File: src/common/node_macros.svh
`ifndef NODE_MACROS_SVH
`define NODE_MACROS_SVH

// ~~~~~~~~~~~~~~~~~~~~~~~~~~~~~~~~~~~~~~~~~~~~~~~~~
// memory geometry.
`define WORD_WIDTH 16
`define ADDR_WIDTH 11

// ~~~~~~~~~~~~~~~~~~~~~~~~~~~~~~~~~~~~~~~~~~~~~~~~~
// fixed locations in the node memory.
// the low byte of the own q word holds the node's q value.
`define OWN_Q_ADDR 0
`define FLAG_ADDR 2
`define RNG_ADDR 2046
`define Q_TABLE_BASE 16
`define MEMBER_TABLE_BASE 32
`define TABLE_LEN 8

// action codes, both above any node id (ids stay below 64).
`define NO_SINK 65
`define SELF_HOP 300
`define LFSR_SEED 16'hACE1

`endif

File: src/common/mem_pkg.sv
`include "node_macros.svh"

package mem_pkg;

	typedef logic [`WORD_WIDTH-1:0] word_t;
	typedef logic [`ADDR_WIDTH-1:0] addr_t;

	// one access on either memory port.
	typedef struct packed {
		logic wr_en;
		addr_t address;
		word_t data;
	} mem_req_t;

	// ~~~~~~~~~~~~~~~~~~~~~~~~~~~~~~~~~~~~~~~~~~~~~~~~~
	// two readings of one table word.
	typedef struct packed {
		logic [7:0] q_value; // larger is better.
		logic [7:0] node_id;
	} q_entry_t;

	typedef struct packed {
		logic is_sink;
		logic same_cluster;
		logic [5:0] hop_count;
		logic [7:0] node_id;
	} member_entry_t;

	typedef union packed {
		q_entry_t q_entry; // words of the q table.
		member_entry_t member_entry; // words of the membership table.
	} table_word_u;

endpackage

File: src/routing/find_best_hop.sv
`timescale 1ns/1ns
`include "node_macros.svh"

module find_best_hop import mem_pkg::*; (
	input logic clock,
	input logic nrst,
	input logic start,
	output logic [`ADDR_WIDTH-1:0] mem_address,
	input table_word_u mem_data,
	output logic [`WORD_WIDTH-1:0] nexthop,
	output logic done
);

	localparam logic [3:0] last_step = 4'(`TABLE_LEN + 2);
	localparam addr_t own_q_addr = `OWN_Q_ADDR;
	localparam addr_t q_base = `Q_TABLE_BASE;
	localparam word_t self_hop = `SELF_HOP;

	logic scanning;
	logic [3:0] step;
	logic [7:0] own_q;
	logic [7:0] best_q;
	logic [7:0] best_id;

	// ~~~~~~~~~~~~~~~~~~~~~~~~~~~~~~~~~~~~~~~~~~~~~~~~~
	// address side. step 0 reads the own q word, then one entry per step.
	always_comb begin
		if (step == 4'd0) begin
			mem_address = own_q_addr;
		end else begin
			mem_address = q_base + addr_t'(step) - addr_t'(1);
		end
	end

	always_ff @(posedge clock) begin
		if (!nrst) begin
			scanning <= 1'b0;
			step <= 4'd0;
			done <= 1'b0;
		end else begin
			done <= 1'b0;
			if (start) begin
				scanning <= 1'b1;
				step <= 4'd0;
			end else if (scanning) begin
				step <= step + 4'd1;
				if (step == last_step) begin
					scanning <= 1'b0; // result is ready with this pulse.
					done <= 1'b1;
				end
			end
		end
	end

	// ~~~~~~~~~~~~~~~~~~~~~~~~~~~~~~~~~~~~~~~~~~~~~~~~~
	// data side. the word on mem_data belongs to the address of the previous step.
	always_ff @(posedge clock) begin
		if (scanning) begin
			if (step == 4'd1) begin
				own_q <= mem_data[7:0]; // the own q sits in the low byte.
			end else if (step == 4'd2) begin
				best_q <= mem_data.q_entry.q_value; // entry 0 starts the search.
				best_id <= mem_data.q_entry.node_id;
			end else if (step > 4'd2 && step < last_step) begin
				if (mem_data.q_entry.q_value > best_q) begin
					best_q <= mem_data.q_entry.q_value; // strictly greater, so ties keep the lower index.
					best_id <= mem_data.q_entry.node_id;
				end
			end else if (step == last_step) begin
				nexthop <= (own_q >= best_q) ? self_hop : word_t'(best_id);
			end
		end
	end

	// the sequencer issues one start per run and waits for done.
	assert property (@(posedge clock) disable iff (!nrst) scanning |-> !start);

endmodule

File: config.mk
export PLATFORM = sky130hd
export DESIGN_NAME = find_best_hop
export DESIGN_NICKNAME = d
export VERILOG_FILES = /design/src/common/mem_pkg.sv /design/src/routing/find_best_hop.sv
export VERILOG_INCLUDE_DIRS = /design/src /design/src/common
export SDC_FILE = /design/constraint.sdc
export NUM_CORES = 1
export LEC_CHECK = 0
export BUFFER_PORTS_ARGS = -buffer_cell sky130_fd_sc_hd__buf_4
export CAP_MARGIN = 15
export CELL_PAD_IN_SITES_DETAIL_PLACEMENT = 1
export CELL_PAD_IN_SITES_GLOBAL_PLACEMENT = 2
export CORE_UTILIZATION = 38
export DETAILED_ROUTE_END_ITERATION = 7
export PLACE_DENSITY = 0.85
export SYNTH_ARGS = -nofsm -noshare
export SYNTH_HDL_FRONTEND = slang
export SYNTH_SLANG_ARGS = --single-unit
File: constraint.sdc
create_clock -name clock -period 3.7 [get_ports clock]
set_input_delay 0.555 -clock clock [delete_from_list [all_inputs] [get_ports clock]]
set_output_delay 0.555 -clock clock [all_outputs]
set_load 0.02 [all_outputs]
==> results of run 1 <==
-- state kept, by name (all words and copies together), names as in the netlist --
name,cells
best_id,8
scanning,1
done,1
best_q,8
nexthop,9
step,4
own_q,8
-- power by group through the flow --
stage / Sequential (W) / Combinational (W) / Clock, W
after floorplan: 0.000489 / 0.0000502 / 0
after global placement: 0.000491 / 0.0000635 / 0
after detailed placement: 0.000491 / 0.0000660 / 0
after CTS: 0.000481 / 0.0000663 / 0.000311
after global routing: 0.000481 / 0.0000725 / 0.000330
final: 0.000481 / 0.0000660 / 0.000305
-- metrics by stage --
stage          setup slack, ns  instances
2_1_floorplan            1.594        168
3_3_place_gp             1.297        255
3_5_place_dp             1.216        255
4_1_cts                  1.244        263
5_1_grt                  1.107        263
6_report                 1.282        263
-- path summary, 6_finish.rpt --
check                                  end
worst min-delay path             best_q[5]
worst min register to register  nexthop[2]
worst max register to register  best_id[7]
worst max-delay path            best_id[7]
-- logic make-up (layout without fill, tap and decap cells) --
group / after synthesis / in the layout / share of synthesized area [%]
flip-flops: 39 / 39 / 55.43
buffers and inverters: 33 / 58 / 9.050
AO/OA/AOI/OAI: 29 / 29 / 12.30
AND/OR/NAND/NOR: 27 / 27 / 7.054
adder cells (fa/ha/maj): 21 / 21 / 13.11
XOR/XNOR: 3 / 3 / 1.311
multiplexers: 3 / 3 / 1.561
other: 1 / 13 / 0.1871
-- cell usage in the layout (no fill, tap or decap), types with 2 or more instances in the layout --
master	synthesis	final
a21oi_1	3	3
and3_1	2	2
buf_4	13	33
clkbuf_8	0	7
conb_1	1	13
dfxtp_1	6	6
edfxtp_1	33	33
ha_1	21	21
inv_1	17	17
mux2i_1	2	2
nand2_1	2	2
nand2b_1	2	2
nand3_1	2	2
nand4_1	3	3
nor2_1	10	10
nor2b_1	2	2
nor3_1	2	2
o211a_1	5	5
o211ai_1	4	4
o21a_1	3	3
o21ai_0	4	4
xor2_1	2	2
-- per-layer routing --
metal	wire length [µm]	GRT usage (%)
met1	1417	15.87
met2	2047	26.03
met3	146	3.213
met4	65	5.660
met5	0	0
-- layout make-up --
type | count | area [µm²] | area share (%)
clock buffers | 8 | 100.1 | 4.228
inverters | 17 | 63.81 | 2.696
multi-input cells | 96 | 757.0 | 31.98
flip-flops and latches | 39 | 1111 | 46.93
well taps | 70 | 87.58 | 3.700
repair buffers | 33 | 247.7 | 10.47
-- critical path, cell delays in order (launching register included) --
cell and delay, ns:
dfxtp_1 0.50, ha_1 0.23, or3b_4 0.39, or3b_1 0.17, nand3_1 0.08, a21oi_2 0.66
==> results.yml, run 1 <==
routing:
  vias: 1243
  drt_iter0_markers: 41
  routed_wl_um: 3677
  drc: 0
  drt_pre_antenna_iters: 4
  antenna_left: 0
  viasPerCell: 4.726
  wl_per_cell_um: 13.98
critical_path:
  worst-setup-path-type: "flop to flop"
  cp_max_fo: 16
  startpoint: "step[1]"
  r2r_cells: 5
  start_kind: "flop"
  rrSetupSlack_ns: 1.28
  r2r-start: "step[1]"
  worstPathRequired_ns: 3.61
  critPathArrivalTime_ns: 2.32
  cp-end-kind: "flop"
cts:
  postCtsHoldBufs: 0
  cts_resized: 0
  clk_path_buf_depth: 2
  htreeDepth: 2
  numCtsBuffers: 5
  clockRootBuffer: "clkbuf_8"
  worstSkewPairLatency_ns: 0.28
  cts_tree: "built"
  clkSinkCount: 39
  cts_setup_buffers: 0
  path_clk_slew_ns: 0.08
power_and_ir_drop:
  p_leak_nw: 1.009
  p_per_area_nw_per_um2: 360.0
  seq_power_share_pct: 56.4
  p_sw_share_pct: 20.75
  peakVddDrop_mv: 0.2023
  p_switching_w: 0.0001769
  p_comb_share_pct: 7.7
  internal_power_w: 0.0006754
  total_power_w: 0.0008523
  clkPwrFrac_pct: 35.8
finish:
  fillers: 559
  utilization_pct: 46.35
  drive_above_1_share_pct: 23.83
  area_growth_pct: 18.10
  n_antenna_cell: 0
  finalInstanceArea_um2: 2367
  fin_nets: 232
timing:
  fin_setup_tns_ns: 0
  worst_pin_slew_ns: 0.8849
  period_minus_slack_ns: 2.418
  hold_slack_ns: 0.4590
  finalHoldViolCount: 0
  finalSetupViolations: 0
  final_max_slew_viol_count: 0
  skew_ns: 0.007621
  relSlewSlack_pct: 41.01
  fmax_mhz: 413.6
  period_share_pct: 65.35
  rsz0062_at_grt: "no"
hold_path:
  hold_path.startpoint: "mem_data[13]"
  whs_path_depth: 1
  hp-class: "input pin to flop"
synth:
  synth_top_area_share_pct: 49.44
  yosys_warnings: 0
  synth-edff-count: 33
  yosysMostFrequentCell: "edfxtp_1"
  synth_cells: 156
  ys_seq_area_share_pct: 55.43
  ys_seq_elements: 39
  yosys-top-cells-count: "33 x edfxtp_1, 21 x ha_1, 17 x inv_1, 13 x buf_4, 10 x nor2_1"
  async_flop_share_pct: 0
  synth.distinct_cells: 38
  syn_area_um2: 2004
  avgSynthCellArea_um2: 12.85
  synth_area_leaders: "edfxtp_1 49%, ha_1 13%, dfxtp_1 6.0%"
  synth_area_leader_cell: "edfxtp_1"
  synth_flop_cell: "edfxtp_1"
grt:
  grt_pass1_wl_um: 5789
  grt_usage_pct: 14.19
  grt_remaining_overflow: 0
  grt_start_max_net_pins: 17
  grt_pass1_vias: 1255
  antenna_found_initial: 0
die:
  die_w_um: 74.63
  core_um2: 5107
  start_util_pct: 39.25
  rows: 26
  die-area_um2: 5569
  chipHeight_um: 74.63
  boundaryPins: 47
placement:
  hpwl_um: 2975
  gp_congestion: 0.7917
  io_buffers: 33
  placed_area_um2: 2267
status:
  status: "completed"
run:
  maxCapViolations: 0
(Power assumes the default switching activity.)
==> inputs of run 2 (changes only) <==
--- a/config.mk
+++ b/config.mk
@@ -6,13 +6,14 @@
 export SDC_FILE = /design/constraint.sdc
 export NUM_CORES = 1
 export LEC_CHECK = 0
+export ABC_AREA = 1
 export BUFFER_PORTS_ARGS = -buffer_cell sky130_fd_sc_hd__buf_4
 export CAP_MARGIN = 15
 export CELL_PAD_IN_SITES_DETAIL_PLACEMENT = 1
 export CELL_PAD_IN_SITES_GLOBAL_PLACEMENT = 2
-export CORE_UTILIZATION = 38
+export CORE_UTILIZATION = 33
 export DETAILED_ROUTE_END_ITERATION = 7
-export PLACE_DENSITY = 0.85
+export PLACE_DENSITY = 0.79
 export SYNTH_ARGS = -nofsm -noshare
 export SYNTH_HDL_FRONTEND = slang
 export SYNTH_SLANG_ARGS = --single-unit
==> constraint.sdc (replaced) <==
create_clock -name clock -period 2.3 [get_ports clock]
set_input_delay 0.345 -clock clock [delete_from_list [all_inputs] [get_ports clock]]
set_output_delay 0.345 -clock clock [all_outputs]
set_load 0.02 [all_outputs]
==> run 2 against run 1 <==
Clock skew grew 0.0021 ns; power grew 73%; global-route usage is essentially flat; synthesized cell count grew 17%; first-iteration DRC count grew 63%; critical endpoint is now mem_address[2]; largest cell class unchanged; highest routed layer unchanged.
==> results.yml, run 2 <==
status:
  status: "completed"
routing:
  viasPerCell: 4.466
  drt_iter0_markers: 67
  drc: 0
  routed_wl_um: 3906
  vias: 1331
  wl_per_cell_um: 13.11
  antenna_left: 0
  drt_pre_antenna_iters: 4
placement:
  gp_congestion: 0.7772
  io_buffers: 33
  place_ws_ns: 0.4333
  hpwl_um: 3126
  dpl.cell_count: 290
power_and_ir_drop:
  p_per_area_nw_per_um2: 610.0
  peakVddDrop_mv: 0.2651
  p_switching_w: 0.0003267
  internal_power_w: 0.001146
  p_comb_share_pct: 8.8
  clkPwrFrac_pct: 38.4
  p_sw_share_pct: 22.19
  total_power_w: 0.001472
  p_leak_nw: 1.101
  seq_power_share_pct: 52.8
critical_path:
  worstPathRequired_ns: 1.96
  critPathArrivalTime_ns: 1.71
  worst-setup-path-type: "flop to output pin"
  r2r-start: "step[0]"
  cp-end-kind: "output pin"
  r2r_end: "best_q[0]"
  rrSetupSlack_ns: 0.49
  r2r_cells: 7
  start_kind: "flop"
  cp_max_fo: 7
synth:
  synth_area_leader_cell: "edfxtp_1"
  synth_area_leaders: "edfxtp_1 50%, ha_1 13%, dfxtp_1 6.0%"
  avgSynthCellArea_um2: 10.91
  synth-compound-area-share_pct: 4.600
  ys_seq_area_share_pct: 55.95
  synth_cells: 182
  yosys.area_share.adder_pct: 13.23
  synth.distinct_cells: 25
  synth_top_family_by_area: "simple AND/OR/NAND/NOR gates"
  synth_xor_area_share_pct: 0.8822
  yosysMostFrequentCell: "edfxtp_1"
  synthSimpleGateAreaFrac_pct: 14.18
  syn_area_um2: 1986
  yosys_warnings: 0
  synth_mux_area_share_pct: 0
  ys_seq_elements: 39
  async_flop_share_pct: 0
  synth_top_area_share_pct: 49.91
  synth_flop_cell: "edfxtp_1"
  synth-edff-count: 33
  yosys-top-cells-count: "33 x edfxtp_1, 31 x inv_1, 25 x nand2_1, 21 x ha_1, 17 x nor2_1"
timing:
  rsz0062_at_grt: "no"
  period_share_pct: 89.29
  period_minus_slack_ns: 2.054
  fin_setup_tns_ns: 0
  finalSetupViolations: 0
  finalHoldViolCount: 0
  skew_ns: 0.009735
  final_max_slew_viol_count: 0
  fmax_mhz: 486.9
  postLayoutSetupSlackWorst_ns: 0.2463
grt:
  grt_start_max_net_pins: 14
  antenna_found_initial: 0
  grt_pass1_vias: 1403
  grt_remaining_overflow: 0
  grt_usage_pct: 14.23
  grt_pass1_wl_um: 6651
cts:
  path_clk_slew_ns: 0.08
  numCtsBuffers: 5
  clk_path_buf_depth: 2
  clkSinkCount: 39
  postCtsHoldBufs: 0
  cts_resized: 0
  clockRootBuffer: "clkbuf_8"
  worstSkewPairLatency_ns: 0.29
  cts_tree: "built"
  cts_setup_buffers: 0
  htreeDepth: 2
finish:
  n_antenna_cell: 0
  fin_nets: 265
  area_growth_pct: 21.55
  final_common_cell: "buf_4"
  final_cell_mix: "37 x buf_4, 33 x edfxtp_1, 31 x inv_1"
  drive_above_1_share_pct: 23.01
  fin_cells: 298
  largest_reg_flops: 9
  top_register: "nexthop"
hold_path:
  hold_path.startpoint: "mem_data[1]"
  hp-class: "input pin to flop"
  whs_path_depth: 1
  hold_end: "best_id[1]"
die:
  die-area_um2: 6331
  boundaryPins: 47
  start_util_pct: 35.20
  chipHeight_um: 79.57
  rows: 27
  core_um2: 5642
  die_w_um: 79.57
run:
  maxCapViolations: 0
==> run 2: metrics by stage <==
stage | hold slack, ns | utilization [%] | cell area (µm²)
after floorplan | 0.4439 | - | 2031
after global placement | 0.5228 | 40.79 | 2301
after detailed placement | 0.5365 | 40.79 | 2301
after CTS | 0.2285 | 42.78 | 2414
after global routing | 0.2196 | 42.78 | 2414
final | 0.2390 | 42.78 | 2414
==> run 2: layout make-up <==
cell class | count | area (µm²)
Clock buffer | 5 | 68.82
Clock inverter | 3 | 43.79
Fill cell | 643 | 3228
Inverter | 32 | 120.1
Multi-Input combinational cell | 110 | 701.9
Sequential cell | 39 | 1111
Tap cell | 72 | 90.09
Timing Repair Buffer | 37 | 277.8
==> run 2: logic make-up after synthesis <==
group | after synthesis
AND/OR/NAND/NOR | 58
buffers and inverters | 45
XOR/XNOR | 2
adder cells (fa/ha/maj) | 21
AO/OA/AOI/OAI | 16
other | 1
flip-flops | 39
==> run 2: worst max path at each step <==
stage | start | endpoint | slack (ns) | cells past startpoint
floorplan | best_q[7] | best_id[0] | 0.13 | 8
global placement | step[0] | mem_address[2] | 0.51 | 6
detailed placement | mem_data[15] | best_q[1] | 0.43 | 9
CTS | step[0] | mem_address[2] | 0.20 | 6
global route | step[0] | mem_address[2] | 0.06 | 6
finish | step[0] | mem_address[2] | 0.25 | 6
==> run 2: worst max-delay path, stage by stage, from the launching register on <==
cell     delay [ns]
dfxtp_1        0.38
inv_1          0.20
ha_1           0.20
inv_1          0.06
nor3_1         0.32
nor2_1         0.10
buf_4          0.17
==> run 2: power by group through the flow <==
stage	Combinational [W]	Clock [W]	Sequential, W
5_1_grt	0.000146	0.000622	0.000779
2_1_floorplan	0.0000928	0	0.000792
3_3_place_gp	0.000127	0	0.000794
3_5_place_dp	0.000130	0	0.000794
6_report	0.000129	0.000565	0.000778
4_1_cts	0.000131	0.000583	0.000778
==> run 2: routing by layer <==
layer / part of all wire (%) / wire (µm) / GRT usage (%) / up-vias
li1: - / - / - / 666
met1: 44 / 1707 / 16.96 / 623
met2: 50 / 1935 / 23.42 / 33
met3: 4.7 / 182 / 4.571 / 9
met4: 2.1 / 81 / 6.000 / 0
met5: 0 / 0 / 0 / -
==> inputs of run 3 (changes only) <==
--- a/config.mk
+++ b/config.mk
@@ -11,9 +11,10 @@
 export CAP_MARGIN = 15
 export CELL_PAD_IN_SITES_DETAIL_PLACEMENT = 1
 export CELL_PAD_IN_SITES_GLOBAL_PLACEMENT = 2
-export CORE_UTILIZATION = 33
+export CORE_MARGIN = 4
+export CORE_UTILIZATION = 30
 export DETAILED_ROUTE_END_ITERATION = 7
-export PLACE_DENSITY = 0.79
+export PLACE_DENSITY = 0.76
 export SYNTH_ARGS = -nofsm -noshare
 export SYNTH_HDL_FRONTEND = slang
 export SYNTH_SLANG_ARGS = --single-unit
==> constraint.sdc (replaced) <==
create_clock -name clock -period 1.7 [get_ports clock]
set_input_delay 0.255 -clock clock [delete_from_list [all_inputs] [get_ports clock]]
set_output_delay 0.255 -clock clock [all_outputs]
set_load 0.02 [all_outputs]
==> run 3 against run 2 <==
Non-clock buffer count grew 14; critical path type is now flop to flop; clock skew grew 0.0025 ns; critical path depth grew 3; largest cell class unchanged; setup slack lost 0.20 ns; wire length grew 9.3%.
==> results.yml, run 3 (same netlist as run 2, synthesis figures left out) <==
critical_path:
  worstPathRequired_ns: 1.70
  cp-end-kind: "flop"
  start_kind: "flop"
  critPathArrivalTime_ns: 1.66
  worst-setup-path-type: "flop to flop"
  cp_max_fo: 10
timing:
  postLayoutSetupSlackWorst_ns: 0.04461
  fmax_mhz: 604.1
  hold_slack_ns: 0.1438
  finalSetupViolations: 0
  period_share_pct: 97.38
  finalHoldViolCount: 0
  skew_ns: 0.01222
  final_max_slew_viol_count: 0
  period_minus_slack_ns: 1.655
  rsz0062_at_grt: "yes"
cts:
  postCtsHoldBufs: 0
  clk_path_buf_depth: 2
  clkSinkCount: 39
  numCtsBuffers: 5
  clockRootBuffer: "clkbuf_8"
  worstSkewPairLatency_ns: 0.29
  cts_tree: "built"
  htreeDepth: 2
  path_clk_slew_ns: 0.09
finish:
  area_growth_pct: 36.86
  drive_above_1_share_pct: 41.67
  seq_area_um2: 1116
  fin_nets: 279
  final_cell_mix: "49 x buf_4, 33 x edfxtp_1, 21 x inv_1"
  fillers: 706
  largest_reg_flops: 9
  final_common_cell: "buf_4"
  n_antenna_cell: 0
  top_register: "nexthop"
  multiInputGateArea_um2: 865.8
  utilization_pct: 42.55
power_and_ir_drop:
  p_leak_nw: 1.186
  p_per_area_nw_per_um2: 760.2
  peakVddDrop_mv: 0.3021
routing:
  drt_pre_antenna_iters: 3
  routed_wl_um: 4270
  wl_per_cell_um: 13.47
  antenna_left: 0
  vias: 1364
  drt_iter0_markers: 39
  viasPerCell: 4.303
  drc: 0
status:
  status: "completed"
placement:
  gp_congestion: 0.7206
  hpwl_um: 3300
  io_buffers: 33
  place_ws_ns: -0.009460
grt:
  antenna_found_initial: 0
  grt_start_max_net_pins: 14
  grt_remaining_overflow: 0
  grt_pass1_wl_um: 6962
  grt_usage_pct: 11.51
  grt_pass1_vias: 1437
die:
  die_w_um: 89.36
  core_um2: 6386
  chipHeight_um: 89.36
  rows: 29
  start_util_pct: 31.09
  boundaryPins: 47
  die-area_um2: 7984
run:
  maxCapViolations: 0
hold_path:
  hp-class: "input pin to flop"
## run 3: per-stage QoR
stage / power [W] / instances / area, µm² / TNS (ns)
after floorplan: 0.001200 / 194 / 2042 / 0
after global placement: 0.001258 / 303 / 2391 / 0
after detailed placement: 0.001261 / 303 / 2391 / -0.05619
after CTS: 0.002067 / 311 / 2581 / 0
after global routing: 0.002165 / 317 / 2718 / -0.6481
final: 0.002066 / 317 / 2718 / 0
## run 3: final cells by class
cell class,instances,area share [%]
timing repair buffer,51,14.69
multi-input combinational,110,31.86
tap,77,3.545
sequential,39,41.07
clock inverter,3,1.611
inverter,32,4.696
clock buffer,5,2.532
## run 3: final timing paths
path | start | endpoint | slack (ns) | cells after the start
max | best_q[5] | best_id[3] | 0.04 | 9
max reg2reg | best_q[5] | best_id[3] | 0.04 | 9
min | mem_data[1] | best_id[1] | 0.14 | 1
min reg2reg | best_id[0] | nexthop[0] | 0.54 | 2
## run 3: layer usage
layer	global-route usage (%)	wire length [µm]	vias to the layer above
li1	-	-	694
met1	14.85	1917	637
met2	18.96	2114	31
met3	2.857	214	2
met4	3.654	23	0
met5	0	0	-
## run 3: what timing repair did
action | 4_1_cts | 5_1_grt
gates resized for setup | 16 | 30
endpoints found under the setup margin | 21 | 30
pin swaps | 2 | 9
buffers inserted | 0 | 6
endpoints found under the hold margin | 0 | 0
## run 3: power breakdown
part	internal, W	total [W]	switching, W
combinational	0.000101	0.000229	0.000128
clock	0.000437	0.000785	0.000348
sequential	0.00104	0.00105	0.00000775
## run 3: critical path, cell delays in order (launching register included)
cell	delay (ns)
edfxtp_1	0.35
inv_2	0.06
ha_4	0.27
nand2_2	0.05
a21oi_2	0.13
nor2_1	0.06
nand2_1	0.07
nand2_2	0.06
a21oi_4	0.16
buf_12	0.16
